[src/common/jls_coding_pkg.sv]
`default_nettype none

package jls_coding_pkg;

    typedef logic [7:0] pixel_t;    // 8-bit grey sample

    // -------------------------------------------------------------------------
    // coding constants
    // -------------------------------------------------------------------------
    localparam int QBPP          = 8;   // bits per escaped sample
    localparam int CODE_LIMIT    = 23;  // longest zero run of the unary prefix
    localparam int MAX_CODE_BITS = 32;  // escape code is 23 + 1 + 8

    // scan tracker to neighbour cache
    typedef struct packed {
        logic   valid;
        logic   first_col;
        logic   first_row;
        logic   last_col;
        logic   eoi;        // last pixel of the image
        pixel_t x;
    } scan_flags_t;

    // neighbour cache to residual mapper
    typedef struct packed {
        logic   valid;
        logic   eoi;
        pixel_t x;
        pixel_t a;          // left
        pixel_t b;          // above
        pixel_t c;          // upper left
    } neighbors_t;

    // residual mapper to golomb coder
    typedef struct packed {
        logic       valid;
        logic       eoi;
        logic [7:0] merr;   // non-negative mapped error
    } mapped_t;

    // golomb coder to bit packer
    typedef struct packed {
        logic                     valid;
        logic                     eoi;
        logic [MAX_CODE_BITS-1:0] bits;   // msb aligned
        logic [5:0]               count;  // 1..32 valid bits
    } code_t;

endpackage

`default_nettype wire

[src/coder/jls_golomb_coder.sv]
`timescale 1ns/10ps
`default_nettype none

module jls_golomb_coder import jls_coding_pkg::*; #(
    parameter int GOLOMB_K = 2   // 0..7
) (
    input  wire          clk,
    input  wire          reset,
    input  wire mapped_t i_map,
    output code_t        o_code
);

    localparam logic [7:0] REM_MASK = 8'((1 << GOLOMB_K) - 1);

    logic [7:0]               q;      // unary part
    logic [8:0]               tail;   // the one bit and what follows it
    logic [5:0]               len;
    logic [MAX_CODE_BITS-1:0] bits;

    always_comb begin
        q = i_map.merr >> GOLOMB_K;
        if (q < CODE_LIMIT) begin
            tail = 9'((1 << GOLOMB_K) | (i_map.merr & REM_MASK));
            len  = q[5:0] + 6'd1 + 6'(GOLOMB_K);
        end else begin
            // escape code is limit zeros then merr - 1 in qbpp bits
            tail = {1'b1, i_map.merr - 8'd1};
            len  = 6'(CODE_LIMIT + 1 + QBPP);
        end
        // leading zeros come from the shift, msb aligned
        bits = {23'd0, tail} << (6'(MAX_CODE_BITS) - len);
    end

    always_ff @(posedge clk) begin
        o_code.bits  <= bits;
        o_code.count <= len;
        o_code.eoi   <= i_map.eoi;
        if (reset) begin
            o_code.valid <= 1'b0;
        end else begin
            o_code.valid <= i_map.valid;
        end
    end

endmodule

`default_nettype wire

[config.mk]
export PLATFORM = sky130hd
export DESIGN_NAME = jls_golomb_coder
export DESIGN_NICKNAME = d
export VERILOG_FILES = /design/src/common/jls_coding_pkg.sv /design/src/coder/jls_golomb_coder.sv
export SDC_FILE = /design/constraint.sdc
export NUM_CORES = 1
export LEC_CHECK = 0
export BUFFER_PORTS_ARGS = -buffer_cell sky130_fd_sc_hd__buf_2
export CORE_MARGIN = 2
export CORE_UTILIZATION = 55
export CTS_BUF_LIST = sky130_fd_sc_hd__clkbuf_4
export DETAILED_ROUTE_END_ITERATION = 12
export PLACE_DENSITY = 0.87
export RECOVER_POWER = 25
export SLEW_MARGIN = 20
export SYNTH_ARGS = -nofsm -noshare
export SYNTH_HDL_FRONTEND = slang
export SYNTH_SLANG_ARGS = --single-unit
[constraint.sdc]
create_clock -name clk -period 3.99 [get_ports clk]
set_input_delay 1.197 -clock clk [delete_from_list [all_inputs] [get_ports clk]]
set_output_delay 1.197 -clock clk [all_outputs]
set_load 0.005 [all_outputs]
==> metrics.csv <==
metric,value,unit
max-cap viol count,0,
FP Rows,22,
Worst Hold Class,in -> reg,
GRT overflow,0,
final worst path period share,92.3,%
cts hold-fix bufs,0,
sequential fraction of the synthesis area,39.0,%
setup TNS,0,ns
setup repair bufs after CTS,0,
final setup violation count,0,
diode count,0,
placer congestion estimate,0.992,
area grow syn2layout,17.6,%
Pwr Total,1.05,mW
DP Worst Slack,0.0424,ns
most frequent cell after synthesis,nor2_1,
share of cells above drive strength 1,29.3,%
RSZ-0062 raised after global routing,no,
"flops & latches, synth",40,
register area,801,µm²
Slew Limit Fails,0,
largest registers,o_code x40,
Crit Path Max Fanout,10,
worst-case vdd ir drop,0.000169,V
Initial DRC Count,109,
Post-synth top flop,dfxtp_1,
Top Ports,52,
relative slew slack,66.8,%
number of hold violations in the final report,0,
critical setup path kind,in -> reg,
clock buffer count from CTS,5,
clk slew on worst S/H paths,0.11,ns
PD cells,436,nW/µm²
crit path from,i_map[3],
Final min period,3.68,ns
critical path endpoint,o_code[10]$_SDFF_PP0_,
die area,4240,µm²
vias in the first global route,1657,
# DRC,0,
dpl hpwl,3660,µm
post-synthesis cell count,226,
Yosys warnings,0,
CP endpoint kind,register,
Yosys cell types,60,
drt first pass iters,4,
CP Data Arrival Time,3.90,ns
DR vias,1874,
Port Buf Inserts,51,
Post-synth EDFFs,0,
fmax,272,MHz
synth top area cells,"dfxtp_1 39%, nor2_1 7.7%, xnor2_1 3.4%, buf_6 3.3%, a21oi_1 2.9%",
Multi-input gate area,1110,µm²
drt wl/cell,14.3,µm
placed cell area,2340,µm²
Die Ht,65.1,µm
final instance area,2420,µm²
Mean Syn Cell Area,9.09,µm²
type of origin of the critical path,input pin,
syn nets,242,
actual slew at the worst max-slew pin,0.495,ns
Initial Util,56.5,%
Clk Tree Root Cell,clkbuf_4,
Vias/cell,5.66,
P_leak,1.07,nW
GRT Overall Usage,23.2,%
Post-Syn Area,2050,µm²
Non-Filler Instances,331,
final setup margin,0.308,ns
DRT Wirelength,4750,µm
Final ANT Viol Nets,0,
Synth top area share,39.0,%
worst hold margin,0.956,ns
Core Area,3630,µm²
Die Width,65.1,µm
initial antenna violation count,0,
most common library cells after synthesis,"42 x nor2_1, 40 x dfxtp_1, 12 x a21oi_1",
first-pass GRT wire length,7580,µm
# fillers,303,
Synth area leader,dfxtp_1,
status,completed,
number of clock sinks,40,
fin nets,298,
Largest register FFs,40,
"Most flops, register",o_code,
"Core Util, Final",66.5,%
CP required,4.21,ns
largest net degree at the start of global routing,21,
H-tree depth,2,
CTS tree,built,
CTS Buffer Depth,2,
post-cts resize count,0,
Inst Count DP,323,
fraction of registers with async set/reset,0,%
## worst min path at each step
stage / startpoint / end / slack, ns / cells after the start
3_5_place_dp: i_map[8] / o_code[38]$_DFF_P_ / 1.31 / 1
6_report: i_map[8] / o_code[38]$_DFF_P_ / 0.96 / 1
2_1_floorplan: i_map[8] / o_code[38]$_DFF_P_ / 1.22 / 0
3_3_place_gp: i_map[8] / o_code[38]$_DFF_P_ / 1.30 / 1
5_1_grt: i_map[8] / o_code[38]$_DFF_P_ / 0.95 / 1
4_1_cts: i_map[8] / o_code[38]$_DFF_P_ / 0.95 / 1
## cell families after synthesis
logic type,after synthesis,synth area share [%]
AO/OA/AOI/OAI,59,22.0
adder cells (fa/ha/maj),4,2.44
flip-flops,40,39.0
buffers and inverters,21,6.70
AND/OR/NAND/NOR,84,20.0
XOR/XNOR,13,6.82
multiplexers,5,3.05
## critical path, cell delays in order
cell and delay [ns]:
buf_2 0.13, ha_1 0.19, a211o_1 0.44, nand2_8 0.15, or2b_1 0.25, ha_1 0.46
nand3_1 0.21, o22ai_1 0.22, a211oi_2 0.14, a221oi_1 0.42, nor2_1 0.09
## routing by layer
metal	wire, µm	GRT usage [%]	vias up
li1	-	-	913
met1	2000	29.1	837
met2	2210	39.0	109
met3	403	3.94	15
met4	131	10.9	0
met5	0	0	-
## cell type report
| class | count | share of cell area [%] |
|---|---|---|
| clock buffers | 5 | 1.55 |
| inverters | 10 | 1.76 |
| multi-input cells | 165 | 46.1 |
| repair buffers | 60 | 13.2 |
| well taps | 48 | 2.49 |
| flip-flops and latches | 40 | 33.1 |
| clock inverters | 3 | 1.76 |
## power breakdown
part           total, mW  switching, mW  internal, mW
registers          0.457        0.00989         0.447
logic              0.337          0.198         0.139
clock network      0.259          0.128         0.131
## placed cells by master, fill, tap and decap left out, types with 3 or more instances in the layout
master    instances
a211oi_1          4
a21oi_1          12
a22o_1            3
a31oi_1           3
buf_2            47
buf_4             9
clkbuf_1          4
clkbuf_4          5
dfxtp_1          40
ha_1              4
inv_1             9
mux2i_1           4
nand2_1           9
nand3_1           5
nor2_1           42
nor2b_1           3
nor3_1            9
o21ai_0           5
o22ai_1           3
xnor2_1           8
xor2_1            3
(Power assumes the default switching activity.)
