[src/common/jls_stream_pkg.sv]
`default_nettype none

package jls_stream_pkg;

    // -------------------------------------------------------------------------
    // markers and header layout
    // -------------------------------------------------------------------------
    localparam int          HEADER_WORDS = 13;
    localparam logic [15:0] MARKER_SOI   = 16'hffd8;
    localparam logic [15:0] MARKER_SOS   = 16'hffda;
    localparam logic [15:0] MARKER_EOI   = 16'hffd9;

    typedef enum logic [2:0] {
        ST_IDLE,
        ST_HEADER,
        ST_DATA,
        ST_FLUSH,
        ST_FOOTER
    } framer_state_t;

    // packer and framer output word
    typedef struct packed {
        logic        valid;
        logic        last;
        logic [15:0] data;
    } stream_word_t;

    // header word by index with the real image sizes
    function automatic logic [15:0] header_word(input logic [3:0] idx,
                                                input logic [15:0] width,
                                                input logic [15:0] height);
        case (idx)
            4'd0:    return MARKER_SOI;
            4'd1:    return 16'h00ff;   // start of the SOF55 marker
            4'd2:    return 16'hf700;
            4'd3:    return 16'h0b08;   // frame length low byte, 8 bit precision
            4'd4:    return height;
            4'd5:    return width;
            4'd6:    return 16'h0101;   // one component, id 1
            4'd7:    return 16'h1100;   // no subsampling
            4'd8:    return MARKER_SOS;
            4'd9:    return 16'h0008;   // scan header length
            4'd10:   return 16'h0101;
            default: return 16'h0000;   // near 0, no interleave, no transform
        endcase
    endfunction

endpackage

`default_nettype wire

[src/source/jls_stream_framer.sv]
`timescale 1ns/10ps
`default_nettype none

module jls_stream_framer import jls_stream_pkg::*; (
    input  wire               clk,
    input  wire               reset,
    input  wire               i_sof,
    input  wire [15:0]        i_width,
    input  wire [15:0]        i_height,
    input  wire stream_word_t i_word,
    input  wire               i_flush_done,
    output logic              o_valid,
    output logic [15:0]       o_data,
    output logic              o_last
);

    framer_state_t state;
    logic [3:0]    hdr_idx;

    always_ff @(posedge clk) begin
        o_valid <= 1'b0;
        o_last  <= 1'b0;
        o_data  <= i_word.data;
        if (reset) begin
            state   <= ST_IDLE;
            hdr_idx <= '0;
        end else if (i_sof) begin
            state   <= ST_HEADER;               // restart from any state
            hdr_idx <= '0;
        end else begin
            case (state)
                ST_HEADER: begin
                    o_valid <= 1'b1;
                    o_data  <= header_word(hdr_idx, i_width, i_height);
                    hdr_idx <= hdr_idx + 4'd1;
                    if (hdr_idx == 4'(HEADER_WORDS - 1)) state <= ST_DATA;
                end
                ST_DATA: begin
                    o_valid <= i_word.valid;    // packed words straight through
                    if (i_flush_done) state <= ST_FLUSH;
                end
                ST_FLUSH: begin                 // packer drained so close the stream
                    o_valid <= 1'b1;
                    o_last  <= 1'b1;
                    o_data  <= MARKER_EOI;
                    state   <= ST_FOOTER;
                end
                ST_FOOTER: state <= ST_IDLE;    // footer sent
                default:   state <= ST_IDLE;    // idle until next sof
            endcase
        end
    end

endmodule

`default_nettype wire

[config.mk]
export PLATFORM = sky130hd
export DESIGN_NAME = jls_stream_framer
export DESIGN_NICKNAME = d
export VERILOG_FILES = /design/src/common/jls_stream_pkg.sv /design/src/source/jls_stream_framer.sv
export SDC_FILE = /design/constraint.sdc
export NUM_CORES = 1
export LEC_CHECK = 0
export BUFFER_PORTS_ARGS = -buffer_cell sky130_fd_sc_hd__buf_2
export CAP_MARGIN = 20
export CORE_MARGIN = 2
export CORE_UTILIZATION = 47
export DETAILED_ROUTE_END_ITERATION = 6
export PLACE_DENSITY = 0.88
export SYNTH_ARGS = -nofsm -noshare
export SYNTH_HDL_FRONTEND = slang
export SYNTH_SLANG_ARGS = --single-unit
[constraint.sdc]
create_clock -name clk -period 5.2 [get_ports clk]
set_input_delay 1.04 -clock clk [delete_from_list [all_inputs] [get_ports clk]]
set_output_delay 1.04 -clock clk [all_outputs]
set_load 0.01 [all_outputs]
==> metrics <==
syn_nets=210; Fin. Hold Viols=0; Setup Fix Bufs, Post-CTS=0; DRC viols=0; setup violators final=0; number of synthesized flops with an enable pin=0; cell breakdown of the critical path=inv_1 -> ha_1 -> nor3_1 -> o22ai_1 -> nand2_1 -> o41ai_1; CP Max Fanout=27; CP top delay family=adder cells; Final Wtd Congestion=0.757; CTS resizes=0; RSZ-0062 raised after global routing=false; slowest cell on the critical path=ha_1; nets=274; Num CTS Buffers=3; Initial Utilization=between 40% and 50%; CP bufs+invs=1; die area=3260 sq um; Vias/cell=around 5.5; clock slew at reported path FFs=0.13 ns; clk_lat worst skew=0.32 ns; largest net degree at the start of global routing=28; status=completed; global-route wire length before repair=~5500 um; WP data arrival=2.40 ns; met1 usage=29.7%; total power density per cell area=around 220 nW/um^2; mean post-synth cell area=8.71 sq um; synth cell count leaders=dfxtp_1 (25), nor2_1 (17), a21oi_1 (12); Die Width=57.1 um; Routed Antenna Nets=0; First-pass DRT Iterations=4; core footprint=2710 sq um; H-tree depth=1; die height=57.1 um; sequential-to-total area share from yosys stat=37.8%; area grow syn2layout=26.8%; minimum clock period=between 2 and 2.5 ns; final total negative setup slack=0 ns; hold crit path type=reg2reg; gr busiest metal=met2; Critical Path RT=between 5 and 6 ns; GRT Total Usage=about a fifth; flops & latches, synth=25; Vias=1,364; Max VDD drop=between 0.15 and 0.2 mV; DRT iter0 DRCs=90; Yosys top cell area share=between 30 and 40%; # IOs=72; Post-synth ARST share=0%; grt ovf=0; Worst setup EP type=flip-flop; critical path type=reg2reg; Leak=0.752 nW; Slew Limit Fails=0; IO buf count=70; FP Rows=19; antenna violations before repair=0; Max Clock Freq=between 0.4 and 0.5 GHz; vias in the first global route=roughly 1,300; post-synth top area cell=dfxtp_1; YS warnings=0; most frequent cell after synthesis=dfxtp_1; fin cells=246; Synth Flop Type=dfxtp_1; met2 Resource Use GR=33.7%; proportion of layout cells with a drive suffix above 1=38.1%; Startpoint Class=flip-flop; Overall Power=0.366 mW; Synth cell types=46; Post-Synthesis Cells=around 150; CTS Hold Bufs=0; Root Driver=clkbuf_4; max incr delay on CP=0.80 ns; CTS Sinks=25; Mapped Area=approximately 1300 sq um; Slew Limit Headroom=35.6%; Final HPWL DP=2530 um; Max clock buf depth=2; top post-synthesis cells by area=dfxtp_1 (38%), o22a_1 (5.3%), nor2_1 (4.8%); ant diodes=0; global routing usage on met3=2.95%; Total Routed Length=3460 um; worst-margin pin slew=0.966 ns; fillers=250; post-route cell area=1680 sq um; DP Area=1650 sq um; routed len/inst=between 10 and 15 um; period utilization=41.9%; CTS tree=done; max_cap viols=0; placed cell count=242; Clock Skew=0.00117 ns
layout make-up:
type                    count  area [sq um]  area share, %
multi-input cells         110           737           43.9
repair buffers             71           358           21.3
inverters                   5          18.8           1.12
clock buffers               4          26.3           1.56
well taps                  31          38.8           2.31
flip-flops and latches     25           500           29.8
worst paths after layout:
path / start / endpoint / slack [ns] / depth (start not counted)
hold reg to reg: state[1] / state[2] / 0.57 / 1
setup / recovery: hdr_idx[0] / o_data[2] / 3.02 / 6
setup reg to reg: hdr_idx[0] / o_data[2] / 3.02 / 6
hold / removal: state[1] / state[2] / 0.57 / 1
cell usage in the layout, fill, tap and decap left out, types with 2 or more instances in the layout:
cell type / n
o22a_1: 8
nand3_1: 3
o221ai_1: 2
xnor2_1: 3
nor3_1: 4
nand2_1: 8
dfxtp_1: 25
clkbuf_4: 3
buf_2: 70
o21ai_0: 4
a32oi_1: 3
a221o_1: 2
inv_1: 4
ha_1: 4
nor2_1: 17
o22ai_1: 4
a22o_1: 2
and2_1: 2
nor2b_1: 3
a22oi_1: 7
a21oi_1: 12
registers in the layout, indices dropped and copies added, names as in the netlist:
register  count
hdr_idx       4
o_valid       1
state         3
o_data       16
o_last        1
worst register-to-register path: cells and delay by family (launching register included):
kind            cells  cell delay, ns
flops               1            0.39
compound gates      2            0.54
fa+ha+maj           1            0.80
buf+inv             1            0.10
simple gates        2            0.26
per-layer routing:
| layer | up-vias | routed length (um) |
|---|---|---|
| li1 | 686 | - |
| met1 | 621 | 1630 |
| met2 | 53 | 1580 |
| met3 | 4 | 213 |
| met4 | 0 | 25 |
| met5 | - | 0 |
per-stage QoR:
stage	util, %	hold WS (ns)	worst slack [ns]
after floorplan	-	0.523	3.25
after global placement	61.0	0.551	3.00
after detailed placement	61.0	0.552	2.98
after CTS	62.0	0.574	3.03
after global routing	62.0	0.598	2.83
final	62.0	0.570	3.02
power by group:
part	internal [mW]	leakage [nW]	switching, mW
registers	0.202	0.208	0.00334
logic	0.0381	0.529	0.0348
clock network	0.0300	0.0150	0.0579
cells by family (layout without fill, tap and decap cells):
| group | count (synthesis) | in the layout | share of synthesized area (%) |
|---|---|---|---|
| mux | 1 | 1 | 0.756 |
| buf+inv | 17 | 80 | 6.52 |
| compound gates | 54 | 54 | 29.4 |
| fa+ha+maj | 4 | 4 | 3.78 |
| xor+xnor | 3 | 3 | 1.99 |
| simple gates | 48 | 48 | 19.8 |
| flops | 25 | 25 | 37.8 |
No activity file was read; power rests on OpenSTA's default activity.
