$ cat src/common/jls_coding_pkg.sv
`default_nettype none

package jls_coding_pkg;

    typedef logic [7:0] pixel_t;    // 8-bit grey sample

    // -------------------------------------------------------------------------
    // coding constants
    // -------------------------------------------------------------------------
    localparam int QBPP          = 8;   // bits per escaped sample
    localparam int CODE_LIMIT    = 23;  // longest zero run of the unary prefix
    localparam int MAX_CODE_BITS = 32;  // escape code is 23 + 1 + 8

    // scan tracker to neighbour cache
    typedef struct packed {
        logic   valid;
        logic   first_col;
        logic   first_row;
        logic   last_col;
        logic   eoi;        // last pixel of the image
        pixel_t x;
    } scan_flags_t;

    // neighbour cache to residual mapper
    typedef struct packed {
        logic   valid;
        logic   eoi;
        pixel_t x;
        pixel_t a;          // left
        pixel_t b;          // above
        pixel_t c;          // upper left
    } neighbors_t;

    // residual mapper to golomb coder
    typedef struct packed {
        logic       valid;
        logic       eoi;
        logic [7:0] merr;   // non-negative mapped error
    } mapped_t;

    // golomb coder to bit packer
    typedef struct packed {
        logic                     valid;
        logic                     eoi;
        logic [MAX_CODE_BITS-1:0] bits;   // msb aligned
        logic [5:0]               count;  // 1..32 valid bits
    } code_t;

endpackage

`default_nettype wire

$ cat src/predict/jls_residual_mapper.sv
`timescale 1ns/10ps
`default_nettype none

module jls_residual_mapper import jls_coding_pkg::*; (
    input  wire             clk,
    input  wire             reset,
    input  wire neighbors_t i_nbr,
    output mapped_t         o_map
);

    pixel_t     lo;
    pixel_t     hi;
    pixel_t     pred;
    logic [7:0] err;     // x - pred mod 256, two's complement
    logic [7:0] merr;

    // -------------------------------------------------------------------------
    // median edge predictor
    // -------------------------------------------------------------------------
    always_comb begin
        lo = (i_nbr.a < i_nbr.b) ? i_nbr.a : i_nbr.b;
        hi = (i_nbr.a < i_nbr.b) ? i_nbr.b : i_nbr.a;
        if (i_nbr.c >= hi) begin
            pred = lo;                                  // edge above or left
        end else if (i_nbr.c <= lo) begin
            pred = hi;
        end else begin
            pred = i_nbr.a + i_nbr.b - i_nbr.c;         // stays inside lo..hi
        end
        err = i_nbr.x - pred;                           // wraps into -128..127
        // 2e for e >= 0, -2e-1 = ~2e for e < 0
        merr = err[7] ? ~{err[6:0], 1'b0} : {err[6:0], 1'b0};
    end

    always_ff @(posedge clk) begin
        o_map.merr <= merr;
        o_map.eoi  <= i_nbr.eoi;
        if (reset) begin
            o_map.valid <= 1'b0;
        end else begin
            o_map.valid <= i_nbr.valid;
        end
    end

endmodule

`default_nettype wire

$ cat config.mk
export PLATFORM = sky130hd
export DESIGN_NAME = jls_residual_mapper
export DESIGN_NICKNAME = d
export VERILOG_FILES = /design/src/common/jls_coding_pkg.sv /design/src/predict/jls_residual_mapper.sv
export SDC_FILE = /design/constraint.sdc
export NUM_CORES = 1
export LEC_CHECK = 0
export ABC_AREA = 1
export BUFFER_PORTS_ARGS = -buffer_cell sky130_fd_sc_hd__buf_4
export CORE_ASPECT_RATIO = 0.6
export CORE_MARGIN = 1.5
export CORE_UTILIZATION = 25
export DETAILED_ROUTE_END_ITERATION = 12
export PLACE_DENSITY = 0.49
export RECOVER_POWER = 25
export SLEW_MARGIN = 40
export SYNTH_ARGS = -nofsm -noshare
export SYNTH_HDL_FRONTEND = slang
export SYNTH_SLANG_ARGS = --single-unit
$ cat constraint.sdc
create_clock -name clk -period 4.85 [get_ports clk]
set_input_delay 0.2425 -clock clk [delete_from_list [all_inputs] [get_ports clk]]
set_output_delay 0.2425 -clock clk [all_outputs]
set_load 0.005 [all_outputs]
==> results of run 1 <==
metal layers:
| layer | vias up | wire [um] |
|---|---|---|
| met5 | - | 0 |
| met4 | 0 | 0 |
| met3 | 0 | 314 |
| met2 | 41 | 2230 |
| met1 | 929 | 3250 |
| li1 | 1129 | - |
cell usage in the layout (no fill, tap or decap):
master | Yosys | routed
a21o_1 | 1 | 1
a21oi_1 | 19 | 19
a31oi_1 | 2 | 2
buf_4 | 1 | 41
bufinv_8 | 1 | 1
clkbuf_16 | 0 | 3
clkbuf_4 | 0 | 5
dfxtp_1 | 10 | 10
fa_1 | 8 | 8
ha_1 | 39 | 39
inv_1 | 52 | 52
inv_2 | 5 | 5
mux2i_1 | 1 | 1
nand2_1 | 89 | 89
nand2_2 | 5 | 5
nand2_4 | 2 | 1
nand2_8 | 0 | 1
nand3_1 | 13 | 13
nand3_2 | 4 | 4
nand3_4 | 2 | 2
nand4_1 | 4 | 4
nor2_1 | 12 | 12
nor2_4 | 1 | 1
o211ai_1 | 3 | 3
o21a_1 | 4 | 3
o21a_2 | 0 | 1
o21ai_0 | 6 | 5
o21ai_1 | 12 | 13
o21ai_2 | 7 | 7
o21bai_1 | 1 | 1
or2_1 | 1 | 1
xnor2_1 | 6 | 6
xor2_1 | 7 | 7
xor2_4 | 1 | 1
path summary, 6_finish.rpt:
check	endpoint
setup / recovery	o_map[1]
hold / removal	o_map[8]
cells by family after synthesis:
logic type / after synthesis / synth area share (%)
AOI/OAI and AO/OA: 55 / 14.7
xor gates and xnor gates: 14 / 6.36
adders and majority gates: 47 / 29.2
buffers and inverters: 62 / 12.7
DFF: 10 / 9.00
muxes: 1 / 0.450
and+or+nand+nor: 133 / 27.7
stage by stage:
| stage | cells | hold WS (ps) |
|---|---|---|
| after CTS | 479 | 111 |
| after global routing | 479 | 132 |
| after detailed placement | 476 | 350 |
| after global placement | 476 | 347 |
| after floorplan | 322 | 270 |
| final | 479 | 135 |
cells in the mapped netlist:
master	n
nand2_1	89
inv_1	52
ha_1	39
a21oi_1	19
nand3_1	13
nor2_1	12
o21ai_1	12
dfxtp_1	10
fa_1	8
o21ai_2	7
xor2_1	7
o21ai_0	6
xnor2_1	6
inv_2	5
nand2_2	5
nand3_2	4
nand4_1	4
o21a_1	4
o211ai_1	3
a31oi_1	2
buf_6	2
nand2_4	2
nand3_4	2
a21o_1	1
buf_12	1
buf_4	1
bufinv_8	1
mux2i_1	1
nor2_4	1
o21bai_1	1
or2_1	1
xor2_4	1
cell type report:
cell class / count / area share, %
timing repair buffer: 46 / 12.6
inverter: 58 / 8.44
tap: 112 / 5.11
sequential: 10 / 7.30
multi-input combinational: 250 / 63.8
clock buffer: 3 / 2.74
timing repair:
| action | 4_1_cts | 5_1_grt |
|---|---|---|
| setup endpoints to repair | 0 | 7 |
| hold buffers | 0 | 0 |
| resized for setup | 0 | 3 |
report_power, final:
| part | internal (mW) | total, mW | leakage [nW] | switching (mW) |
|---|---|---|---|---|
| clock | 0.107 | 0.140 | 0.0370 | 0.0339 |
| sequential | 0.124 | 0.134 | 0.0842 | 0.0102 |
| combinational | 0.302 | 0.711 | 1.39 | 0.410 |
==> flow_summary_export.csv, run 1 <==
group,metric,value,unit
finish,nNetsFinal,452,
finish,diodes,0,
finish,reg.largest.list,"o_map: 10 flops",
sta,timing.final.ws_setup,471,ps
synthesis,synth_fp_nets,405,
min_path,min_path_cells,1,
critical_path,path_common_cell,"nand2_1",
finish,final_util,32.1,%
floorplan,num_rows,26,
min_path,hp-start,"i_nbr[32]",
placed_design,port_buffers,45,
floorplan,dieArea,9490,sq um
finish,largest_reg_flops,10,
routing,drt-initial-drc-count,83,
synthesis,synth_cell_type_count,32,
synthesis,syn_inst,322,
critical_path,crit_fanout,33,
clock_network,cts_setup_buffers,0,
sta,hold_viol,0,
sta,period_needed,4380,ps
floorplan,die_width,125,um
synthesis,synth_seq_cells,10,
run,max_cap_violations,0,
global_route,track_usage,12.6,%
critical_path,endpoint_kind,"flop",
finish,fill_cells,943,
global_route,use_met2,18.4,%
synthesis,synth_area_leaders,"ha_1 22%, nand2_1 15%, dfxtp_1 9.0%, inv_1 8.8%, fa_1 7.2%",
critical_path,arrival,4500,ps
power_and_ir_drop,vdd_ir_drop_max,179,uV
critical_path,critPathLaunch,"i_nbr[15]",
finish,drive_gt1_share,21.3,%
routing,drc,0,
placed_design,dpl_cell_area,2660,sq um
global_route,overflow,0,
critical_path,path_depth,27,
finish,ff_latch_area,200,sq um
synthesis,netlist_area,2220,sq um
critical_path,cp_slowest_cell,"ha_1",
sta,tns,0,ps
critical_path,cpPeakStageDelay,370,ps
synthesis,synth_top_area_share,21.9,%
global_route,grt_max_degree,34,
synthesis,synth_area_per_cell,6.90,sq um
sta,fin_crit_sh,90.3,%
clock_network,cts_inserted_buffers,3,
clock_network,ctsLongestPathBuffers,2,
floorplan,io_pins,46,
routing,wl,5790,um
finish,syn_to_final_growth,23.4,%
global_route,grt_pass1_vias,2033,
outcome,status,"finished, final reports clean",
critical_path,path_class,"in -> reg",
clock_network,cts_root_buf,"clkbuf_16",
routing,firstDrtPassIters,4,
sta,fmax,0.228,GHz
global_route,grt_pass1_wl,9800,um
placed_design,place.gp.congestion,0.844,
critical_path,crit_family,"simple AND/OR/NAND/NOR gates",
finish,multi_input_area,1750,sq um
routing,ant_nets,0,
synthesis,ys_seq_area_share,9.00,%
clock_network,htreeDepth,1,
placed_design,hpwl,5140,um
power_and_ir_drop,p_leak,1.51,nW
floorplan,die_y,76.1,um
synthesis,yosys.area.top_type,"ha_1",
global_route,globalRoute.busiestLayer,"met1",
finish,final_area,2740,sq um
clock_network,numClockSinks,10,
sta,rsz0062_at_grt,"false",
sta,max_slew_margin,79.6,%
global_route,use_met3,1.97,%
placed_design,pre_cts_ws,128,ps
synthesis,yosys_warnings,0,
sta,drv_slew,0,
clock_network,cts_tree,"yes",
critical_path,worst-path-buf-inv,4,
global_route,antenna_found_initial,0,
finish,top_register,"o_map",
routing,vias,2099,
floorplan,initial_utilization,26.0,%
routing,routed_via_density,4.38,
global_route,grtUsageMet1,20.2,%
critical_path,crit_path_start_kind,"input pin",
sta,worst_pin_slew,304,ps
power_and_ir_drop,power,985,uW
sta,setup_violations,0,
power_and_ir_drop,p_per_area,359,nW/um^2
clock_network,clk_pin_slew,40,ps
min_path,hold_path_class,"in -> reg",
critical_path,crit_required,4970,ps
floorplan,core,8560,sq um
routing,wl_per_cell,12.1,um
Power figures use the tool's default switching activity.
==> run 2: changes to the inputs <==
--- a/config.mk
+++ b/config.mk
@@ -6,12 +6,13 @@
 export NUM_CORES = 1
 export LEC_CHECK = 0
 export ABC_AREA = 1
+export ABC_CLOCK_PERIOD_IN_PS = 4850
 export BUFFER_PORTS_ARGS = -buffer_cell sky130_fd_sc_hd__buf_4
 export CORE_ASPECT_RATIO = 0.6
 export CORE_MARGIN = 1.5
 export CORE_UTILIZATION = 25
 export DETAILED_ROUTE_END_ITERATION = 12
-export PLACE_DENSITY = 0.49
+export PLACE_DENSITY = 0.43
 export RECOVER_POWER = 25
 export SLEW_MARGIN = 40
 export SYNTH_ARGS = -nofsm -noshare
==> flow_summary_export.csv, run 2 (synthesized netlist as in run 1, its figures left out) <==
group,metric,value,unit
outcome,status,"finished, final reports clean",
routing,firstDrtPassIters,6,
floorplan,core,8560,sq um
critical_path,crit_required,4980,ps
global_route,overflow,0,
critical_path,path_class,"in -> reg",
clock_network,cts_inserted_buffers,3,
placed_design,port_buffers,45,
sta,max_slew_margin,80.2,%
finish,reg.largest.list,"o_map: 10 flops",
global_route,grt_pass1_wl,9060,um
global_route,antenna_found_initial,0,
critical_path,cpPeakStageDelay,320,ps
routing,drc,0,
min_path,hold_end,"o_map[8]",
routing,wl,5730,um
clock_network,numClockSinks,10,
min_path,hold_path_class,"in -> reg",
power_and_ir_drop,p_leak,1.52,nW
finish,diodes,0,
sta,fmax,0.230,GHz
run,max_cap_violations,0,
sta,setup_violations,0,
power_and_ir_drop,vdd_ir_drop_max,124,uV
critical_path,endpoint_kind,"flop",
floorplan,initial_utilization,26.0,%
min_path,min_path_cells,1,
finish,syn_to_final_growth,24.5,%
sta,tns,0,ps
floorplan,die_width,125,um
sta,hold_viol,0,
floorplan,num_rows,26,
routing,drt-initial-drc-count,86,
floorplan,io_pins,46,
routing,wl_per_cell,11.9,um
critical_path,crit_fanout,22,
clock_network,cts_hold_buffers,0,
sta,drv_slew,0,
floorplan,dieArea,9490,sq um
min_path,hp-start,"i_nbr[32]",
routing,ant_nets,0,
floorplan,die_y,76.1,um
finish,final_common_cell,"nand2_1",
routing,vias,2033,
clock_network,ctsLongestPathBuffers,2,
sta,period_needed,4340,ps
finish,largest_reg_flops,10,
clock_network,cts_root_buf,"clkbuf_16",
global_route,grt_max_degree,23,
sta,worst_pin_slew,294,ps
clock_network,cts_tree,"yes",
routing,routed_via_density,4.22,
clock_network,clk_pin_slew,40,ps
power_and_ir_drop,p_per_area,362,nW/um^2
sta,hold_slack,133,ps
global_route,grt_pass1_vias,1851,
finish,nNetsFinal,455,
critical_path,crit_path_start_kind,"input pin",
clock_network,cts_resized,0,
clock_network,cts_setup_buffers,0,
sta,rsz0062_at_grt,"false",
critical_path,cp_slowest_cell,"ha_1",
critical_path,path_common_cell,"nand2_1",
finish,mostFrequentLayoutCells,"89 x nand2_1, 52 x inv_1, 43 x buf_4",
finish,drive_gt1_share,21.6,%
global_route,track_usage,11.9,%
placed_design,place.gp.congestion,0.818,
finish,top_register,"o_map",
sta,fin_crit_sh,89.5,%
clock_network,htreeDepth,1,
placed_design,hpwl,5090,um
critical_path,arrival,4470,ps
run 2: critical path: cells and delay by family:
kind / cells / cell delay (ps)
and+or+nand+nor: 15 / 1420
adders and majority gates: 3 / 900
buffers and inverters: 7 / 770
xor gates and xnor gates: 1 / 180
AOI/OAI and AO/OA: 7 / 950
run 2: layer usage:
layer  track usage [%]  share of wire (%)  up-vias
met2              15.8                 36       48
met4              1.95               0.26        0
met1              19.7                 58      847
met5                 0                  0        -
met3              1.83                5.4        2
li1                  -                  -     1136
run 2: where the power goes:
group	total (mW)	internal, mW	switching (mW)
registers	0.132	0.124	0.00863
logic	0.726	0.311	0.415
clock network	0.143	0.107	0.0358
run 2: layout make-up:
| cell class | count | area, sq um |
|---|---|---|
| clock buffer | 3 | 75.1 |
| fill | 916 | 5790 |
| inverter | 58 | 231 |
| tap | 112 | 140 |
| multi-input combinational | 250 | 1740 |
| sequential | 10 | 200 |
| timing repair buffer | 49 | 380 |
run 2: metrics by stage:
step | cells | utilization [%] | cell area [sq um] | setup WS (ps) | power, mW
after floorplan | 322 | - | 2220 | 925 | 0.656
final | 482 | 32.4 | 2770 | 509 | 1.00
after CTS | 482 | 32.4 | 2770 | 493 | 1.01
after global routing | 482 | 32.4 | 2770 | 173 | 1.11
after global placement | 479 | 31.5 | 2690 | 253 | 0.866
after detailed placement | 479 | 31.5 | 2690 | 266 | 0.864
run 2: worst max-delay path by stage:
stage | start | end | cells past startpoint
3_3_place_gp | i_nbr[15] | o_map[2] | 29
6_report | i_nbr[11] | o_map[6] | 33
2_1_floorplan | i_nbr[13] | o_map[7] | 30
5_1_grt | i_nbr[11] | o_map[1] | 33
4_1_cts | i_nbr[11] | o_map[5] | 30
3_5_place_dp | i_nbr[15] | o_map[2] | 29
==> run 3: changes to the inputs <==
--- a/config.mk
+++ b/config.mk
@@ -12,7 +12,7 @@
 export CORE_MARGIN = 1.5
 export CORE_UTILIZATION = 25
 export DETAILED_ROUTE_END_ITERATION = 12
-export PLACE_DENSITY = 0.43
+export PLACE_DENSITY_LB_ADDON = 0.12
 export RECOVER_POWER = 25
 export SLEW_MARGIN = 40
 export SYNTH_ARGS = -nofsm -noshare
==> flow_summary_export.csv, run 3 (synthesized netlist as in run 1, its figures left out) <==
group,metric,value,unit
outcome,status,"finished, final reports clean",
global_route,grt_pass1_wl,9960,um
finish,fill_cells,926,
clock_network,clk_pin_slew,40,ps
global_route,overflow,0,
placed_design,dp.cells,477,
finish,final_util,32.3,%
routing,firstDrtPassIters,4,
critical_path,crit_fanout,33,
finish,nNetsFinal,453,
finish,drive_gt1_share,21.4,%
critical_path,path_common_cell,"nand2_1",
placed_design,port_buffers,45,
sta,hold_slack,127,ps
global_route,grtUsageMet1,22.4,%
sta,drv_slew,0,
routing,routed_via_density,4.32,
clock_network,htreeDepth,1,
clock_network,numClockSinks,10,
floorplan,die_y,76.1,um
power_and_ir_drop,power,1.02,mW
routing,wl,6010,um
sta,fmax,0.230,GHz
placed_design,dpl_cell_area,2670,sq um
critical_path,crit_family,"simple AND/OR/NAND/NOR gates",
sta,tns,0,ps
clock_network,cts_inserted_buffers,3,
run,max_cap_violations,0,
min_path,min_path_cells,1,
power_and_ir_drop,p_leak,1.52,nW
finish,final_common_cell,"nand2_1",
clock_network,ctsLongestPathBuffers,2,
power_and_ir_drop,p_per_area,368,nW/um^2
sta,fin_crit_sh,89.6,%
critical_path,crit_required,4980,ps
finish,final_area,2760,sq um
routing,vias,2078,
critical_path,cpPeakStageDelay,360,ps
min_path,hold_end,"o_map[8]",
sta,worst_pin_slew,302,ps
min_path,hp-start,"i_nbr[32]",
critical_path,arrival,4480,ps
routing,wl_per_cell,12.5,um
clock_network,cts_root_buf,"clkbuf_16",
routing,drt-initial-drc-count,120,
floorplan,core,8560,sq um
placed_design,hpwl,5300,um
global_route,use_met3,1.97,%
routing,ant_nets,0,
critical_path,worst-path-buf-inv,4,
placed_design,pre_cts_ws,152,ps
placed_design,place.gp.congestion,0.801,
finish,finalNonFillerCells,481,
floorplan,initial_utilization,26.0,%
finish,mostFrequentLayoutCells,"89 x nand2_1, 52 x inv_1, 42 x buf_4",
floorplan,num_rows,26,
sta,setup_violations,0,
critical_path,cp_slowest_cell,"ha_1",
sta,max_slew_margin,79.8,%
global_route,use_met2,16.9,%
power_and_ir_drop,vdd_ir_drop_max,144,uV
sta,period_needed,4340,ps
sta,timing.final.ws_setup,505,ps
floorplan,io_pins,46,
finish,top_register,"o_map",
min_path,hold_path_class,"in -> reg",
sta,hold_viol,0,
clock_network,cts_tree,"yes",
routing,drc,0,
global_route,globalRoute.busiestLayer,"met1",
floorplan,dieArea,9490,sq um
critical_path,crit_path_start_kind,"input pin",
finish,diodes,0,
floorplan,die_width,125,um
finish,syn_to_final_growth,24.3,%
sta,rsz0062_at_grt,"false",
global_route,antenna_found_initial,0,
critical_path,path_class,"in -> reg",
finish,reg.largest.list,"o_map: 10 flops",
finish,largest_reg_flops,10,
global_route,grt_max_degree,34,
global_route,track_usage,13.1,%
critical_path,endpoint_kind,"flop",
global_route,grt_pass1_vias,1906,
==> run 3: cell types whose count changed in the layout (fill, tap and decap cells not counted) <==
| cell | previous run | this run |
|---|---|---|
| clkbuf_8 | 0 | 1 |
| buf_12 | 1 | 0 |
| o21ai_0 | 6 | 5 |
| o21ai_1 | 12 | 13 |
| nand2_4 | 2 | 1 |
| nand2_8 | 0 | 1 |
| buf_4 | 43 | 42 |
==> run 3: cell type report <==
cell class | count | area (sq um) | area share [%]
clock buffer | 4 | 88.8 | 3.21
inverter | 58 | 231 | 8.37
multi-input combinational | 250 | 1750 | 63.3
sequential | 10 | 200 | 7.24
tap | 112 | 140 | 5.07
timing repair buffer | 47 | 353 | 12.8
==> run 3: per-layer routing <==
layer	vias to the layer above	routed length (um)
li1	1133	-
met1	904	3580
met2	39	2150
met3	2	262
met4	0	18
met5	-	0
==> run 3: how the worst max path moves through the flow <==
stage | from | end | slack, ps | cells past startpoint
final | i_nbr[15] | o_map[7] | 510 | 27
after global routing | i_nbr[15] | o_map[7] | 60 | 27
after CTS | i_nbr[15] | o_map[7] | 390 | 27
after detailed placement | i_nbr[15] | o_map[7] | 150 | 27
after global placement | i_nbr[15] | o_map[3] | 200 | 27
after floorplan | i_nbr[13] | o_map[7] | 920 | 30
==> run 3: what timing repair did <==
| item | in CTS | in global routing |
|---|---|---|
| setup endpoints to repair | 0 | 1 |
| buffers inserted | 0 | 0 |
| gates resized for setup | 0 | 2 |
| hold buffers | 0 | 0 |
==> run 3: power breakdown <==
part | internal (mW) | switching [mW]
Combinational | 0.306 | 0.414
Clock | 0.124 | 0.0407
Sequential | 0.123 | 0.00895
