$ cat src/common/jls_coding_pkg.sv
`default_nettype none

package jls_coding_pkg;

    typedef logic [7:0] pixel_t;    // 8-bit grey sample

    // -------------------------------------------------------------------------
    // coding constants
    // -------------------------------------------------------------------------
    localparam int QBPP          = 8;   // bits per escaped sample
    localparam int CODE_LIMIT    = 23;  // longest zero run of the unary prefix
    localparam int MAX_CODE_BITS = 32;  // escape code is 23 + 1 + 8

    // scan tracker to neighbour cache
    typedef struct packed {
        logic   valid;
        logic   first_col;
        logic   first_row;
        logic   last_col;
        logic   eoi;        // last pixel of the image
        pixel_t x;
    } scan_flags_t;

    // neighbour cache to residual mapper
    typedef struct packed {
        logic   valid;
        logic   eoi;
        pixel_t x;
        pixel_t a;          // left
        pixel_t b;          // above
        pixel_t c;          // upper left
    } neighbors_t;

    // residual mapper to golomb coder
    typedef struct packed {
        logic       valid;
        logic       eoi;
        logic [7:0] merr;   // non-negative mapped error
    } mapped_t;

    // golomb coder to bit packer
    typedef struct packed {
        logic                     valid;
        logic                     eoi;
        logic [MAX_CODE_BITS-1:0] bits;   // msb aligned
        logic [5:0]               count;  // 1..32 valid bits
    } code_t;

endpackage

`default_nettype wire

$ cat src/common/jls_stream_pkg.sv
`default_nettype none

package jls_stream_pkg;

    // -------------------------------------------------------------------------
    // markers and header layout
    // -------------------------------------------------------------------------
    localparam int          HEADER_WORDS = 13;
    localparam logic [15:0] MARKER_SOI   = 16'hffd8;
    localparam logic [15:0] MARKER_SOS   = 16'hffda;
    localparam logic [15:0] MARKER_EOI   = 16'hffd9;

    typedef enum logic [2:0] {
        ST_IDLE,
        ST_HEADER,
        ST_DATA,
        ST_FLUSH,
        ST_FOOTER
    } framer_state_t;

    // packer and framer output word
    typedef struct packed {
        logic        valid;
        logic        last;
        logic [15:0] data;
    } stream_word_t;

    // header word by index with the real image sizes
    function automatic logic [15:0] header_word(input logic [3:0] idx,
                                                input logic [15:0] width,
                                                input logic [15:0] height);
        case (idx)
            4'd0:    return MARKER_SOI;
            4'd1:    return 16'h00ff;   // start of the SOF55 marker
            4'd2:    return 16'hf700;
            4'd3:    return 16'h0b08;   // frame length low byte, 8 bit precision
            4'd4:    return height;
            4'd5:    return width;
            4'd6:    return 16'h0101;   // one component, id 1
            4'd7:    return 16'h1100;   // no subsampling
            4'd8:    return MARKER_SOS;
            4'd9:    return 16'h0008;   // scan header length
            4'd10:   return 16'h0101;
            default: return 16'h0000;   // near 0, no interleave, no transform
        endcase
    endfunction

endpackage

`default_nettype wire

$ cat src/coder/jls_bit_packer.sv
`timescale 1ns/10ps
`default_nettype none

module jls_bit_packer import jls_coding_pkg::*, jls_stream_pkg::*; (
    input  wire        clk,
    input  wire        reset,
    input  wire code_t i_code,
    output stream_word_t o_word,
    output logic       o_flush_done     // one pulse when empty after eoi
);

    logic [63:0] acc;        // msb aligned bit queue
    logic [6:0]  fill_cnt;   // bits held, stuffed zeros included
    logic        flushing;
    logic [63:0] acc_in;
    logic [6:0]  fill_in;
    logic [63:0] acc_out;
    logic [7:0]  byte_hi;
    logic [7:0]  byte_lo;
    logic [6:0]  used;       // bits taken by one word, 14..16
    logic        emit;

    // -------------------------------------------------------------------------
    // append, then cut one stuffed word off the top
    // -------------------------------------------------------------------------
    always_comb begin
        acc_in  = acc;
        fill_in = fill_cnt;
        if (i_code.valid) begin
            acc_in  = acc | ({i_code.bits, 32'd0} >> fill_cnt);
            fill_in = fill_cnt + 7'(i_code.count);
        end
        byte_hi = acc_in[63:56];
        acc_out = acc_in << 8;
        if (byte_hi == 8'hff) acc_out = acc_out >> 1;   // zero bit after ff
        byte_lo = acc_out[63:56];
        acc_out = acc_out << 8;
        if (byte_lo == 8'hff) acc_out = acc_out >> 1;   // carries into next word
        used = 7'd16 - 7'(byte_hi == 8'hff) - 7'(byte_lo == 8'hff);
        // full word, or padded leftovers at end of image
        emit = (fill_in >= 7'd16) || (flushing && fill_in != '0);
    end

    always_ff @(posedge clk) begin
        o_word.data <= {byte_hi, byte_lo};
        o_word.last <= 1'b0;                // framer owns the end of frame
        if (reset) begin
            acc          <= '0;
            fill_cnt     <= '0;
            flushing     <= 1'b0;
            o_word.valid <= 1'b0;
            o_flush_done <= 1'b0;
        end else begin
            o_word.valid <= emit;
            o_flush_done <= flushing && (fill_in == '0);
            if (i_code.valid && i_code.eoi) begin
                flushing <= 1'b1;
            end else if (fill_in == '0) begin
                flushing <= 1'b0;
            end
            if (emit) begin
                acc      <= acc_out;
                // padded flush word may take more than is held
                fill_cnt <= (fill_in > used) ? fill_in - used : '0;
            end else begin
                acc      <= acc_in;
                fill_cnt <= fill_in;
            end
        end
    end

endmodule

`default_nettype wire

$ cat config.mk
export PLATFORM = sky130hd
export DESIGN_NAME = jls_bit_packer
export DESIGN_NICKNAME = d
export VERILOG_FILES = /design/src/common/jls_coding_pkg.sv /design/src/common/jls_stream_pkg.sv /design/src/coder/jls_bit_packer.sv
export SDC_FILE = /design/constraint.sdc
export NUM_CORES = 1
export LEC_CHECK = 0
export BUFFER_PORTS_ARGS = -buffer_cell sky130_fd_sc_hd__buf_2
export CAP_MARGIN = 30
export CORE_MARGIN = 8
export CORE_UTILIZATION = 62
export DETAILED_ROUTE_END_ITERATION = 8
export GPL_TIMING_DRIVEN = 0
export PLACE_DENSITY_LB_ADDON = 0.2
export SLEW_MARGIN = 40
export SYNTH_ARGS = -nofsm -noshare
export SYNTH_HDL_FRONTEND = slang
export SYNTH_SLANG_ARGS = --single-unit
$ cat constraint.sdc
create_clock -name clk -period 5.6 [get_ports clk]
set_input_delay 1.12 -clock clk [delete_from_list [all_inputs] [get_ports clk]]
set_output_delay 1.12 -clock clk [all_outputs]
set_load 0.05 [all_outputs]
==> out/metrics.cfg, run 1 <==
[flow_run]
maxCapViolations = 0

[drt]
antenna_left = 0
drt-pass1-iter-count = 9
drc = 0
avgRoutedWirePerCell_um = 27.62
drt-vias-per-instance = 7.625
wl_mm = 29.39
drtIter0Drc = 1378
num_vias = 8113

[timing]
period_share_pct = 86.90
slew_viol_final = 0
max_freq_mhz = 205.5
fin_ws_ns = 0.7339
slew-limit-headroom_pct = 39.80
final.setup_skew_ns = 0.008730
finalCriticalPeriod_ns = 4.866
worst_pin_slew_ns = 0.9030
rsz0062_at_grt = false
fin_setup_tns_ns = 0
hold_viol_final = 0
setup_viol = 0

[critical_path]
worstReg2RegStart = fill_cnt[1]
critPathKind = input pin to flop
critical_path_required_ns = 5.86
cp-startpoint = i_code[33]
r2r_cells = 17
crit_end = fill_cnt[0]
cp-end-kind = flop
r2r-end = fill_cnt[0]
reg2reg_slack_ns = 0.94
crit_path_start_kind = input pin
crit_path_max_fanout = 11
critical_path_arrival_ns = 5.13

[placement]
io_buffers = 59
place_ws_ns = 0.5168
gp_congestion = 1.076
dpl.hpwl_mm = 22.30

[global_route]
antenna_found_initial = 0
grt_pass1_vias = 7697
grt_first_pass_wirelength_mm = 44.63
grt_max_degree = 15
globalRoute.totalOverflow = 0
grt_use_total_pct = 36.16

[clock_network]
clkSlewWorstSetupHoldPaths_ns = 0.06
cts_sinks = 90
cts_tree = yes
clock-root-buffer = clkbuf_16
h-tree-depth = 3
ctsHoldBuffers = 0
cts_buffer_depth = 2
ctsResizeCount = 0
clock_latency_ns = 0.35
cts_buffers = 9
post_cts_buffers = 0

[floorplan]
fp-row-count = 40
die_w_um = 125.4
die_area_mm2 = 0.01573
die_h_um = 125.4
initial_core_util_pct = 62.57
ios = 61
core_mm2 = 0.01186

[synthesis]
yosysTopAreaCell = dfxtp_1
synth_commonest_cells = dfxtp_1 (90), nand2_1 (80), nor2_1 (77)
yosysSeqAreaShare_pct = 24.28
async_flop_share_pct = 0
synth_top_area_share_pct = 24.28
syn_area_mm2 = 0.007422
syn_area_per_cell_um2 = 8.815
synth_edf_count = 0
synthTopCellsByArea = dfxtp_1 (24%), mux4_2 (11%), mux2i_1 (6.6%), nand2_1 (4.0%), nor2_1 (3.9%)
syn_inst = 842
yosys_most_used_dff = dfxtp_1
ys_ff_latch = 90
yosysMostFrequentCell = dfxtp_1
yosys_warnings = 0
ys_types = 96
synth_nets = 897

[finish]
nets = 967
n_antenna_cell = 0
syn_to_final_growth_pct = 10.35
drive_above_1_share_pct = 23.56

[run_status]
outcome = complete, no violations

[power]
leakagePower_uw = 0.003372
power_per_cell_area_mw_per_mm2 = 475.1
irDropWorstVdd_v = 0.0003675

[min_path]
worstHoldPathType = flop to flop

## layout make-up
class	instances	area [um2]
timing repair buffer	59	295.3
clock inverter	4	28.78
fill	1001	3671
clock buffer	12	236.5
inverter	21	78.83
buffer	69	416.7
tap	147	183.9
multi-input combinational	662	5149
sequential	90	1802
## cells by family (layout without fill, tap and decap cells)
logic type                 count (synthesis)  in the layout  synth area share [%]
AOI/OAI and AO/OA                        236            236                 23.90
DFF                                       90             90                 24.28
muxes                                    115            115                 22.49
and+or+nand+nor                          289            289                 19.27
other                                      1              1               0.05052
buffers and inverters                     90            165                 6.676
adders and majority gates                 13             13                 2.394
xor gates and xnor gates                   8              8                0.9441
## registers in the layout, summed over array words and instances (netlist names)
signal,count
acc,64
o_flush_done,1
fill_cnt,7
o_word,17
flushing,1
## worst max-delay path, stage by stage
cell	delay [ns]
buf_2	0.13
mux2_2	0.35
mux4_2	0.62
a21oi_2	0.27
nor4b_2	0.09
nand4_2	0.16
buf_2	0.31
nand3_1	0.19
ha_1	0.35
ha_1	0.24
inv_1	0.06
a21oi_1	0.05
o22ai_1	0.20
a31oi_1	0.18
o21ai_0	0.38
nand2_1	0.23
o22ai_1	0.19
## cell usage in the layout (no fill, tap or decap), drive strengths merged, types with 6 or more instances in the layout
cell type and count:
a211o 10, a211oi 14, a21o 13, a21oi 37, a221o 10, a221oi 8
a31oi 10, and2 11, and3 7, buf 108, clkbuf 32, dfxtp 90
ha 11, inv 20, mux2 28, mux2i 50, mux4 37, nand2 81
nand3 47, nor2 78, nor3 29, o211ai 22, o21ai 33, o221ai 10
o22ai 15, o311ai 12, xnor2 6
## metrics by stage
stage	instance area [um2]	utilization (%)	total power, uW	hold slack [ns]	cells
floorplan	7422	-	2503	0.4107	842
global placement	7901	66.61	3151	0.4238	1048
detailed placement	7913	66.71	3192	0.4379	1048
CTS	8178	68.95	3752	0.4576	1064
global route	8190	69.05	3998	0.4799	1064
finish	8190	69.05	3892	0.4671	1064
## power breakdown
part	switching [uW]	internal, uW
sequential	70.7	810
clock	258	302
combinational	1650	799
## how the worst min path moves through the flow
stage                 start          to  slack [ns]  depth (start not counted)
finish              acc[56]   o_word[8]        0.47                          2
floorplan           acc[56]   o_word[8]        0.41                          2
global route        acc[56]   o_word[8]        0.48                          2
global placement    acc[56]   o_word[8]        0.42                          2
detailed placement  acc[62]  o_word[14]        0.44                          1
CTS                 acc[62]  o_word[14]        0.46                          1
## layer usage
metal  part of all wire, %  GRT usage [%]  vias to the layer above  wire length (um)
met3                    15          11.26                      184              4451
met1                    36          44.80                     3789             10510
li1                      -              -                     3358                 -
met5                     0              0                        -                 0
met2                    43          54.36                      782             12540
met4                   6.4          21.35                        0              1891
(Power assumes the default switching activity.)
==> run 2, diff against run 1 <==
- CORE_UTILIZATION: 62 -> 40
- SKIP_LAST_GASP: not set -> 1
- clock period: 5.6 -> 4.3 ns (I/O delays scaled with it)
==> run 2 against run 1 <==
  * Hold slack better by 0.0028 ns
  * Critical path depth down 3
  * Register-to-register slack lost 0.78 ns
  * Combinational power is 33% higher
  * Sequential share of layout area shrank 0.77 points
  * Clock skew down 0.0018 ns
  * Sequential power grew 31%
  * Die area up 47%
  * Highest routed layer unchanged
==> out/metrics.cfg, run 2 (synthesized netlist as in run 1, its figures left out) <==
[power]
pwr-share-comb_pct = 61.9  ; -1.1 points
power_per_cell_area_mw_per_mm2 = 617.8  ; +30%
pwr-share-clk_pct = 16.3  ; +1.9 points
p_sw_share_pct = 49.48  ; -1.4 points
leakagePower_uw = 0.003469  ; +2.9%
switchingPower_uw = 2598  ; +31%
internal_power_uw = 2653  ; +39%
pwr-share-seq_pct = 21.8  ; -0.8 points
irDropWorstVdd_v = 0.0003931  ; +7.0%

[timing]
period_share_pct = 96.43
fin_setup_tns_ns = 0  ; unchanged
max_freq_mhz = 241.2
slew-limit-headroom_pct = 37.91  ; -1.9 points
whs_ns = 0.4700  ; +0.002850 ns
final.setup_skew_ns = 0.006956  ; -0.001774 ns
rsz0062_at_grt = false
hold_viol_final = 0  ; unchanged
setup_viol = 0  ; unchanged
slew_viol_final = 0  ; unchanged
finalCriticalPeriod_ns = 4.147
worst_pin_slew_ns = 0.9279  ; +0.02493 ns

[clock_network]
cts_tree = yes
clock_latency_ns = 0.35  ; about the same
clock-root-buffer = clkbuf_16
cts_sinks = 90  ; unchanged
cts_buffer_depth = 2  ; unchanged
cts_buffers = 9  ; unchanged
h-tree-depth = 3  ; unchanged
clkSlewWorstSetupHoldPaths_ns = 0.06  ; about the same
ctsHoldBuffers = 0  ; unchanged

[flow_run]
maxCapViolations = 0  ; unchanged

[drt]
avgRoutedWirePerCell_um = 26.17  ; -5.3%
num_vias = 7692  ; -5.2%
wl_mm = 30.28  ; +3.0%
drt-pass1-iter-count = 6  ; -3
antenna_left = 0  ; unchanged
drt-vias-per-instance = 6.648  ; -13%
drtIter0Drc = 942  ; -32%
drc = 0  ; unchanged

[finish]
fillers = 1880  ; +88%
largest_register_ff_count = 64  ; unchanged
nets = 973  ; +0.62%
reg_top3 = acc: 64 flops, o_word: 17 flops, fill_cnt: 7 flops
drive_above_1_share_pct = 25.68  ; +2.1 points
largest-register = acc
syn_to_final_growth_pct = 14.53
layout_common_cells = dfxtp_1 (88), nand2_1 (79), buf_2 (79)
final_common_cell = dfxtp_1
n_antenna_cell = 0  ; unchanged

[placement]
io_buffers = 59  ; unchanged
gp_congestion = 0.9907  ; -8.0%
dpl.hpwl_mm = 23.21  ; +4.1%

[floorplan]
die_w_um = 152.2  ; +21%
ios = 61  ; unchanged
core_mm2 = 0.01846  ; +56%
die_h_um = 152.2  ; +21%
die_area_mm2 = 0.02317  ; +47%
initial_core_util_pct = 40.22  ; -22 points
fp-row-count = 50  ; +25%

[global_route]
grt_first_pass_wirelength_mm = 45.44  ; +1.8%
grt_max_degree = 16  ; +1
grt_pass1_vias = 7264  ; -5.6%
antenna_found_initial = 0  ; unchanged
globalRoute.totalOverflow = 0  ; unchanged
grt_use_total_pct = 25.38  ; -11 points

[critical_path]
r2r-end = fill_cnt[6]
critical_path_required_ns = 4.55  ; -1.31 ns
crit_chain = buf_2 -> mux2i_1 -> mux4_2 -> o22ai_2 -> a21oi_2 -> nor3_4 -> nand3_1 -> ha_1 -> ha_1 -> fa_1 -> o21ai_1 -> a2111oi_1 -> xnor2_1 -> nor2_1
crit_top_cell = ha_1
critPathKind = input pin to flop
cp-end-kind = flop
r2r_cells = 15  ; -2
crit_path_max_fanout = 6  ; -5
critPathMaxStageDelay_ns = 0.60  ; -0.02 ns
reg2reg_slack_ns = 0.16  ; -0.78 ns
crit_path_start_kind = input pin
critical_path_arrival_ns = 4.39  ; -0.74 ns
slowest_stage = mux4_2
worstReg2RegStart = fill_cnt[1]

[min_path]
min_to = o_word[14]
worstHoldPathType = flop to flop
hold_depth = 1  ; -1
min-delay-start = acc[62]

[run_status]
outcome = complete, no violations

-- run 2: cell types whose count changed in the layout (fill, tap and decap cells not counted), moves of 3 or more --
cell	before	now
buf_4	4	10
clkbuf_1	23	19
o22ai_1	14	11
buf_2	82	79
o22ai_2	1	4
-- run 2: final cells by class --
class,count,area (um2),area share [%]
multi-input combinational,662,5236,61.60
sequential,90,1804,21.22
buffer,69,432.9,5.093
timing repair buffer,65,337.8,3.974
tap,234,292.8,3.444
clock buffer,9,225.2,2.649
clock inverter,7,92.59,1.089
inverter,21,78.83,0.9273
-- run 2: worst max path at each step --
stage                     start  depth (start not counted)  slack [ns]           to
floorplan            i_code[30]                         14        0.29  fill_cnt[6]
global placement     i_code[37]                         16       -0.91  fill_cnt[1]
detailed placement   i_code[39]                         17       -0.43  fill_cnt[1]
CTS                 fill_cnt[0]                         16        0.01  fill_cnt[1]
global route         i_code[39]                         17        0.02  fill_cnt[1]
finish               i_code[28]                         14        0.15  fill_cnt[6]
-- run 2: metal layers --
metal | GRT usage (%) | share of wire, % | vias to the layer above | wire [um]
met5 | 0 | 0 | - | 0
met4 | 9.329 | 3.3 | 0 | 1008
met3 | 4.339 | 9.8 | 72 | 2975
met2 | 39.00 | 43 | 495 | 13150
met1 | 35.03 | 43 | 3747 | 13140
li1 | - | - | 3378 | -
-- run 2: stage by stage --
stage	instance area, um2	cells	setup slack [ns]	util [%]	power (uW)
detailed placement	8033	1136	-0.4288	43.53	4199
global placement	8010	1135	-0.9146	43.40	4210
finish	8501	1157	0.1534	46.06	5252
floorplan	7422	842	0.2899	-	3259
CTS	8383	1153	0.009994	45.42	5092
global route	8501	1157	0.01642	46.06	5465
-- run 2: worst max-delay path: cells and delay by family --
family                   cells  cell delay, ns
multiplexers                 2            0.79
AO/OA/AOI/OAI                4            1.02
adder cells (fa/ha/maj)      3            1.03
XOR/XNOR                     1            0.16
AND/OR/NAND/NOR              3            0.42
buffers and inverters        1            0.10
-- run 2: what timing repair did --
item	4_1_cts	5_1_grt
gates resized for setup	6	21
endpoints found under the setup margin	4	7
pin swaps	2	4
setup buffers	1	4
-- run 2: power groups by stage --
stage / Sequential, uW / Combinational (uW) / Clock, uW
floorplan: 1380 / 1880 / 0
global placement: 1150 / 3060 / 0
detailed placement: 1160 / 3040 / 0
CTS: 1140 / 3080 / 867
global route: 1170 / 3400 / 894
finish: 1150 / 3250 / 855
==> run 3, diff against run 2 <==
- ABC_AREA: not set -> 1
==> run 3 against run 2 <==
  * Synthesized area is 0.22% higher
  * Utilization hardly changed
  * Power is 30% higher
  * Die area is 0.20% higher
  * Critical path type unchanged
  * Combinational power is 48% higher
  * Sequential power is 4% higher
  * Largest cell class unchanged
==> out/metrics.cfg, run 3 <==
[floorplan]
fp-row-count = 50  ; unchanged
core_mm2 = 0.01846  ; unchanged
die_h_um = 152.4  ; about the same
initial_core_util_pct = 40.31  ; +0.088 points
die_area_mm2 = 0.02322  ; +0.20%
ios = 61  ; unchanged
die_w_um = 152.4  ; about the same

[placement]
io_buffers = 59  ; unchanged
dpl.hpwl_mm = 24.37  ; +5.0%
place_area_mm2 = 0.008026  ; about the same
place_ws_ns = -1.046  ; -0.6176 ns
gp_congestion = 1.045  ; +5.5%
dpl.cell_count = 1570  ; +38%

[clock_network]
cts_buffer_depth = 2  ; unchanged
cts_tree = yes
h-tree-depth = 3  ; unchanged
clock_latency_ns = 0.36  ; about the same
cts_sinks = 90  ; unchanged
clock-root-buffer = clkbuf_16
clkSlewWorstSetupHoldPaths_ns = 0.07  ; about the same
cts_buffers = 9  ; unchanged

[drt]
num_vias = 8840  ; +15%
drt-vias-per-instance = 5.535  ; -17%
wl_mm = 30.07  ; -0.69%
antenna_left = 0  ; unchanged
drtIter0Drc = 842  ; -11%
drt-pass1-iter-count = 5  ; -1
drc = 0  ; unchanged
avgRoutedWirePerCell_um = 18.83  ; -28%

[finish]
drive_above_1_share_pct = 15.19  ; -10 points
syn_to_final_growth_pct = 14.37
reg_top3 = acc: 64 flops, o_word: 17 flops, fill_cnt: 7 flops
layout_common_cells = nand2_1 (454), nand3_1 (284), dfxtp_1 (88)
final_common_cell = nand2_1
fin_area_mm2 = 0.008507  ; about the same
n_antenna_cell = 0  ; unchanged
final_cells = 1597  ; +38%
nets = 1413  ; +45%
largest-register = acc
largest_register_ff_count = 64  ; unchanged

[timing]
hold_viol_final = 0  ; unchanged
final.setup_skew_ns = 0.01435  ; +0.007391 ns
setup_viol = 0  ; unchanged
finalCriticalPeriod_ns = 4.168  ; +0.02171 ns
slew_viol_final = 0  ; unchanged
max_freq_mhz = 239.9  ; -0.52%
slew-limit-headroom_pct = 45.55  ; +7.6 points
period_share_pct = 96.94  ; +0.50 points
worst_pin_slew_ns = 0.8081  ; -0.1197 ns
fin_setup_tns_ns = 0  ; unchanged
fin_ws_ns = 0.1317  ; -0.02171 ns

[synthesis]
ys_types = 44  ; -54%
yosysMostFrequentCell = nand2_1
muxShareOfSynthArea_pct = 0  ; -22 points
synthTopCellsByArea = dfxtp_1 (24%), nand2_1 (23%), nand3_1 (19%), inv_1 (3.6%), a21oi_1 (3.5%)
yosys_warnings = 0  ; unchanged
yosys_most_used_dff = dfxtp_1
synth_top_family_by_area = simple AND/OR/NAND/NOR gates
synth_nets = 1332  ; +48%
synth_top_area_share_pct = 24.22  ; -0.053 points
synth-xor-area-share_pct = 0.9420  ; -0.0021 points
synthSimpleGateAreaFrac_pct = 50.66  ; +31 points
syn_area_per_cell_um2 = 5.825  ; -34%
syn_inst = 1277  ; +52%
yosysTopAreaCell = dfxtp_1
synth_commonest_cells = nand2_1 (461), nand3_1 (286), dfxtp_1 (90)
ys_ff_latch = 90  ; unchanged
synth_edf_count = 0  ; unchanged
synth_adder_area_share_pct = 2.389  ; -0.0052 points
yosysSeqAreaShare_pct = 24.22  ; -0.053 points
syn_area_mm2 = 0.007438  ; +0.22%
synth_compound_area_share_pct = 11.83  ; -12 points
async_flop_share_pct = 0  ; unchanged

[critical_path]
crit_top_cell = nand2_1
cp-end-kind = flop
slowest_stage = fa_1
crit_path_max_fanout = 11  ; +5
r2r_cells = 21  ; +6
reg2reg_slack_ns = 0.13  ; -0.03 ns
critical_path_required_ns = 4.54  ; about the same
crit_chain = clkbuf_4 -> nand2_8 -> nor2_4 -> buf_4 -> clkbuf_4 -> nand4_1 -> nand2_1 -> nand2_1 -> nor2_1 -> nand3_1 -> nor2_4 -> nand3_4 -> buf_6 -> ha_1 -> ha_1 -> fa_1 -> inv_1 -> nand2_1 -> nand2_1 -> nand2_1 -> nand3_1 -> xor2_1 -> nor2_1
critical_path_arrival_ns = 4.41  ; +0.02 ns
critPathMaxStageDelay_ns = 0.44  ; -0.16 ns
crit_path_start_kind = input pin
critPathKind = input pin to flop

[power]
irDropWorstVdd_v = 0.0002628  ; -33%
leakagePower_uw = 0.004375  ; +26%
power_per_cell_area_mw_per_mm2 = 803.5  ; +30%

[global_route]
globalRoute.totalOverflow = 0  ; unchanged
antenna_found_initial = 0  ; unchanged
grt_use_total_pct = 25.04  ; -0.34 points
grt_first_pass_wirelength_mm = 45.97  ; +1.2%
grt_max_degree = 20  ; +4
grt_pass1_vias = 7965  ; +9.7%

[min_path]
worstHoldPathType = flop to flop
hold_depth = 2  ; +1

[flow_run]
maxCapViolations = 0  ; unchanged

[run_status]
outcome = complete, no violations

[run 3: cell count changes after synthesis, sizes merged, moves of 13 or more]
cell    previous run  this run
nand3             47       288
mux2              28         0
nand2             81       469
o21ai             33        55
mux2i             50         0
or2                2        24
a211oi            14         1
nor3              29         1
a21oi             37        52
inv               20        76
mux4              37         0
nor2              78        52
[run 3: worst max-delay path, delay by kind of cell]
kind	cells	cell delay (ns)
AND/OR/NAND/NOR	14	1.64
adder cells (fa/ha/maj)	3	0.99
buffers and inverters	5	0.77
XOR/XNOR	1	0.15
[run 3: through the flow]
step	hold WS, ns	utilization [%]	power [uW]
after floorplan	0.4182	-	4277
after global placement	0.4332	43.49	5748
after detailed placement	0.4413	43.49	5754
after CTS	0.4559	45.43	6624
after global routing	0.4718	46.09	7327
final	0.4581	46.09	6835
[run 3: routing by layer]
metal / up-vias / part of all wire, % / global-route usage, %
li1: 4368 / - / -
met1: 4026 / 45 / 33.48
met2: 374 / 43 / 38.31
met3: 72 / 7.3 / 4.084
met4: 0 / 5.0 / 12.52
met5: - / 0 / 0
[run 3: where the power goes]
part	internal, uW	switching [uW]	total (uW)
Sequential	1100	97.6	1200
Clock	416	411	827
Combinational	1310	3510	4810
Total	2820	4020	6840
[run 3: timing repair]
| action | CTS | global route |
|---|---|---|
| setup endpoints to repair | 7 | 7 |
| gates resized for setup | 7 | 27 |
| hold buffers | 0 | 0 |
| buffers inserted | 5 | 6 |
| pin swaps | 5 | 7 |
[run 3: path summary, 6_finish.rpt]
path / from / to
worst max-delay path: i_code[39] / fill_cnt[6]
worst min-delay path: acc[5] / acc[5]
worst max register to register: fill_cnt[4] / fill_cnt[6]
worst min register to register: acc[5] / acc[5]
[run 3: layout make-up]
class	count	area, um2
plain buffers	83	457.9
clock buffers	9	225.2
clock inverters	7	76.32
fillers	2027	9948
inverters	77	289.0
multi-input cells	1027	4979
flip-flops and latches	90	1807
well taps	234	292.8
repair buffers	70	380.4
[run 3: cells by family (layout without fill, tap and decap cells)]
group	count (synthesis)	after routing
XOR/XNOR	8	8
buffers and inverters	160	246
AND/OR/NAND/NOR	855	855
AO/OA/AOI/OAI	150	150
adder cells (fa/ha/maj)	13	13
flip-flops	90	90
other	1	1
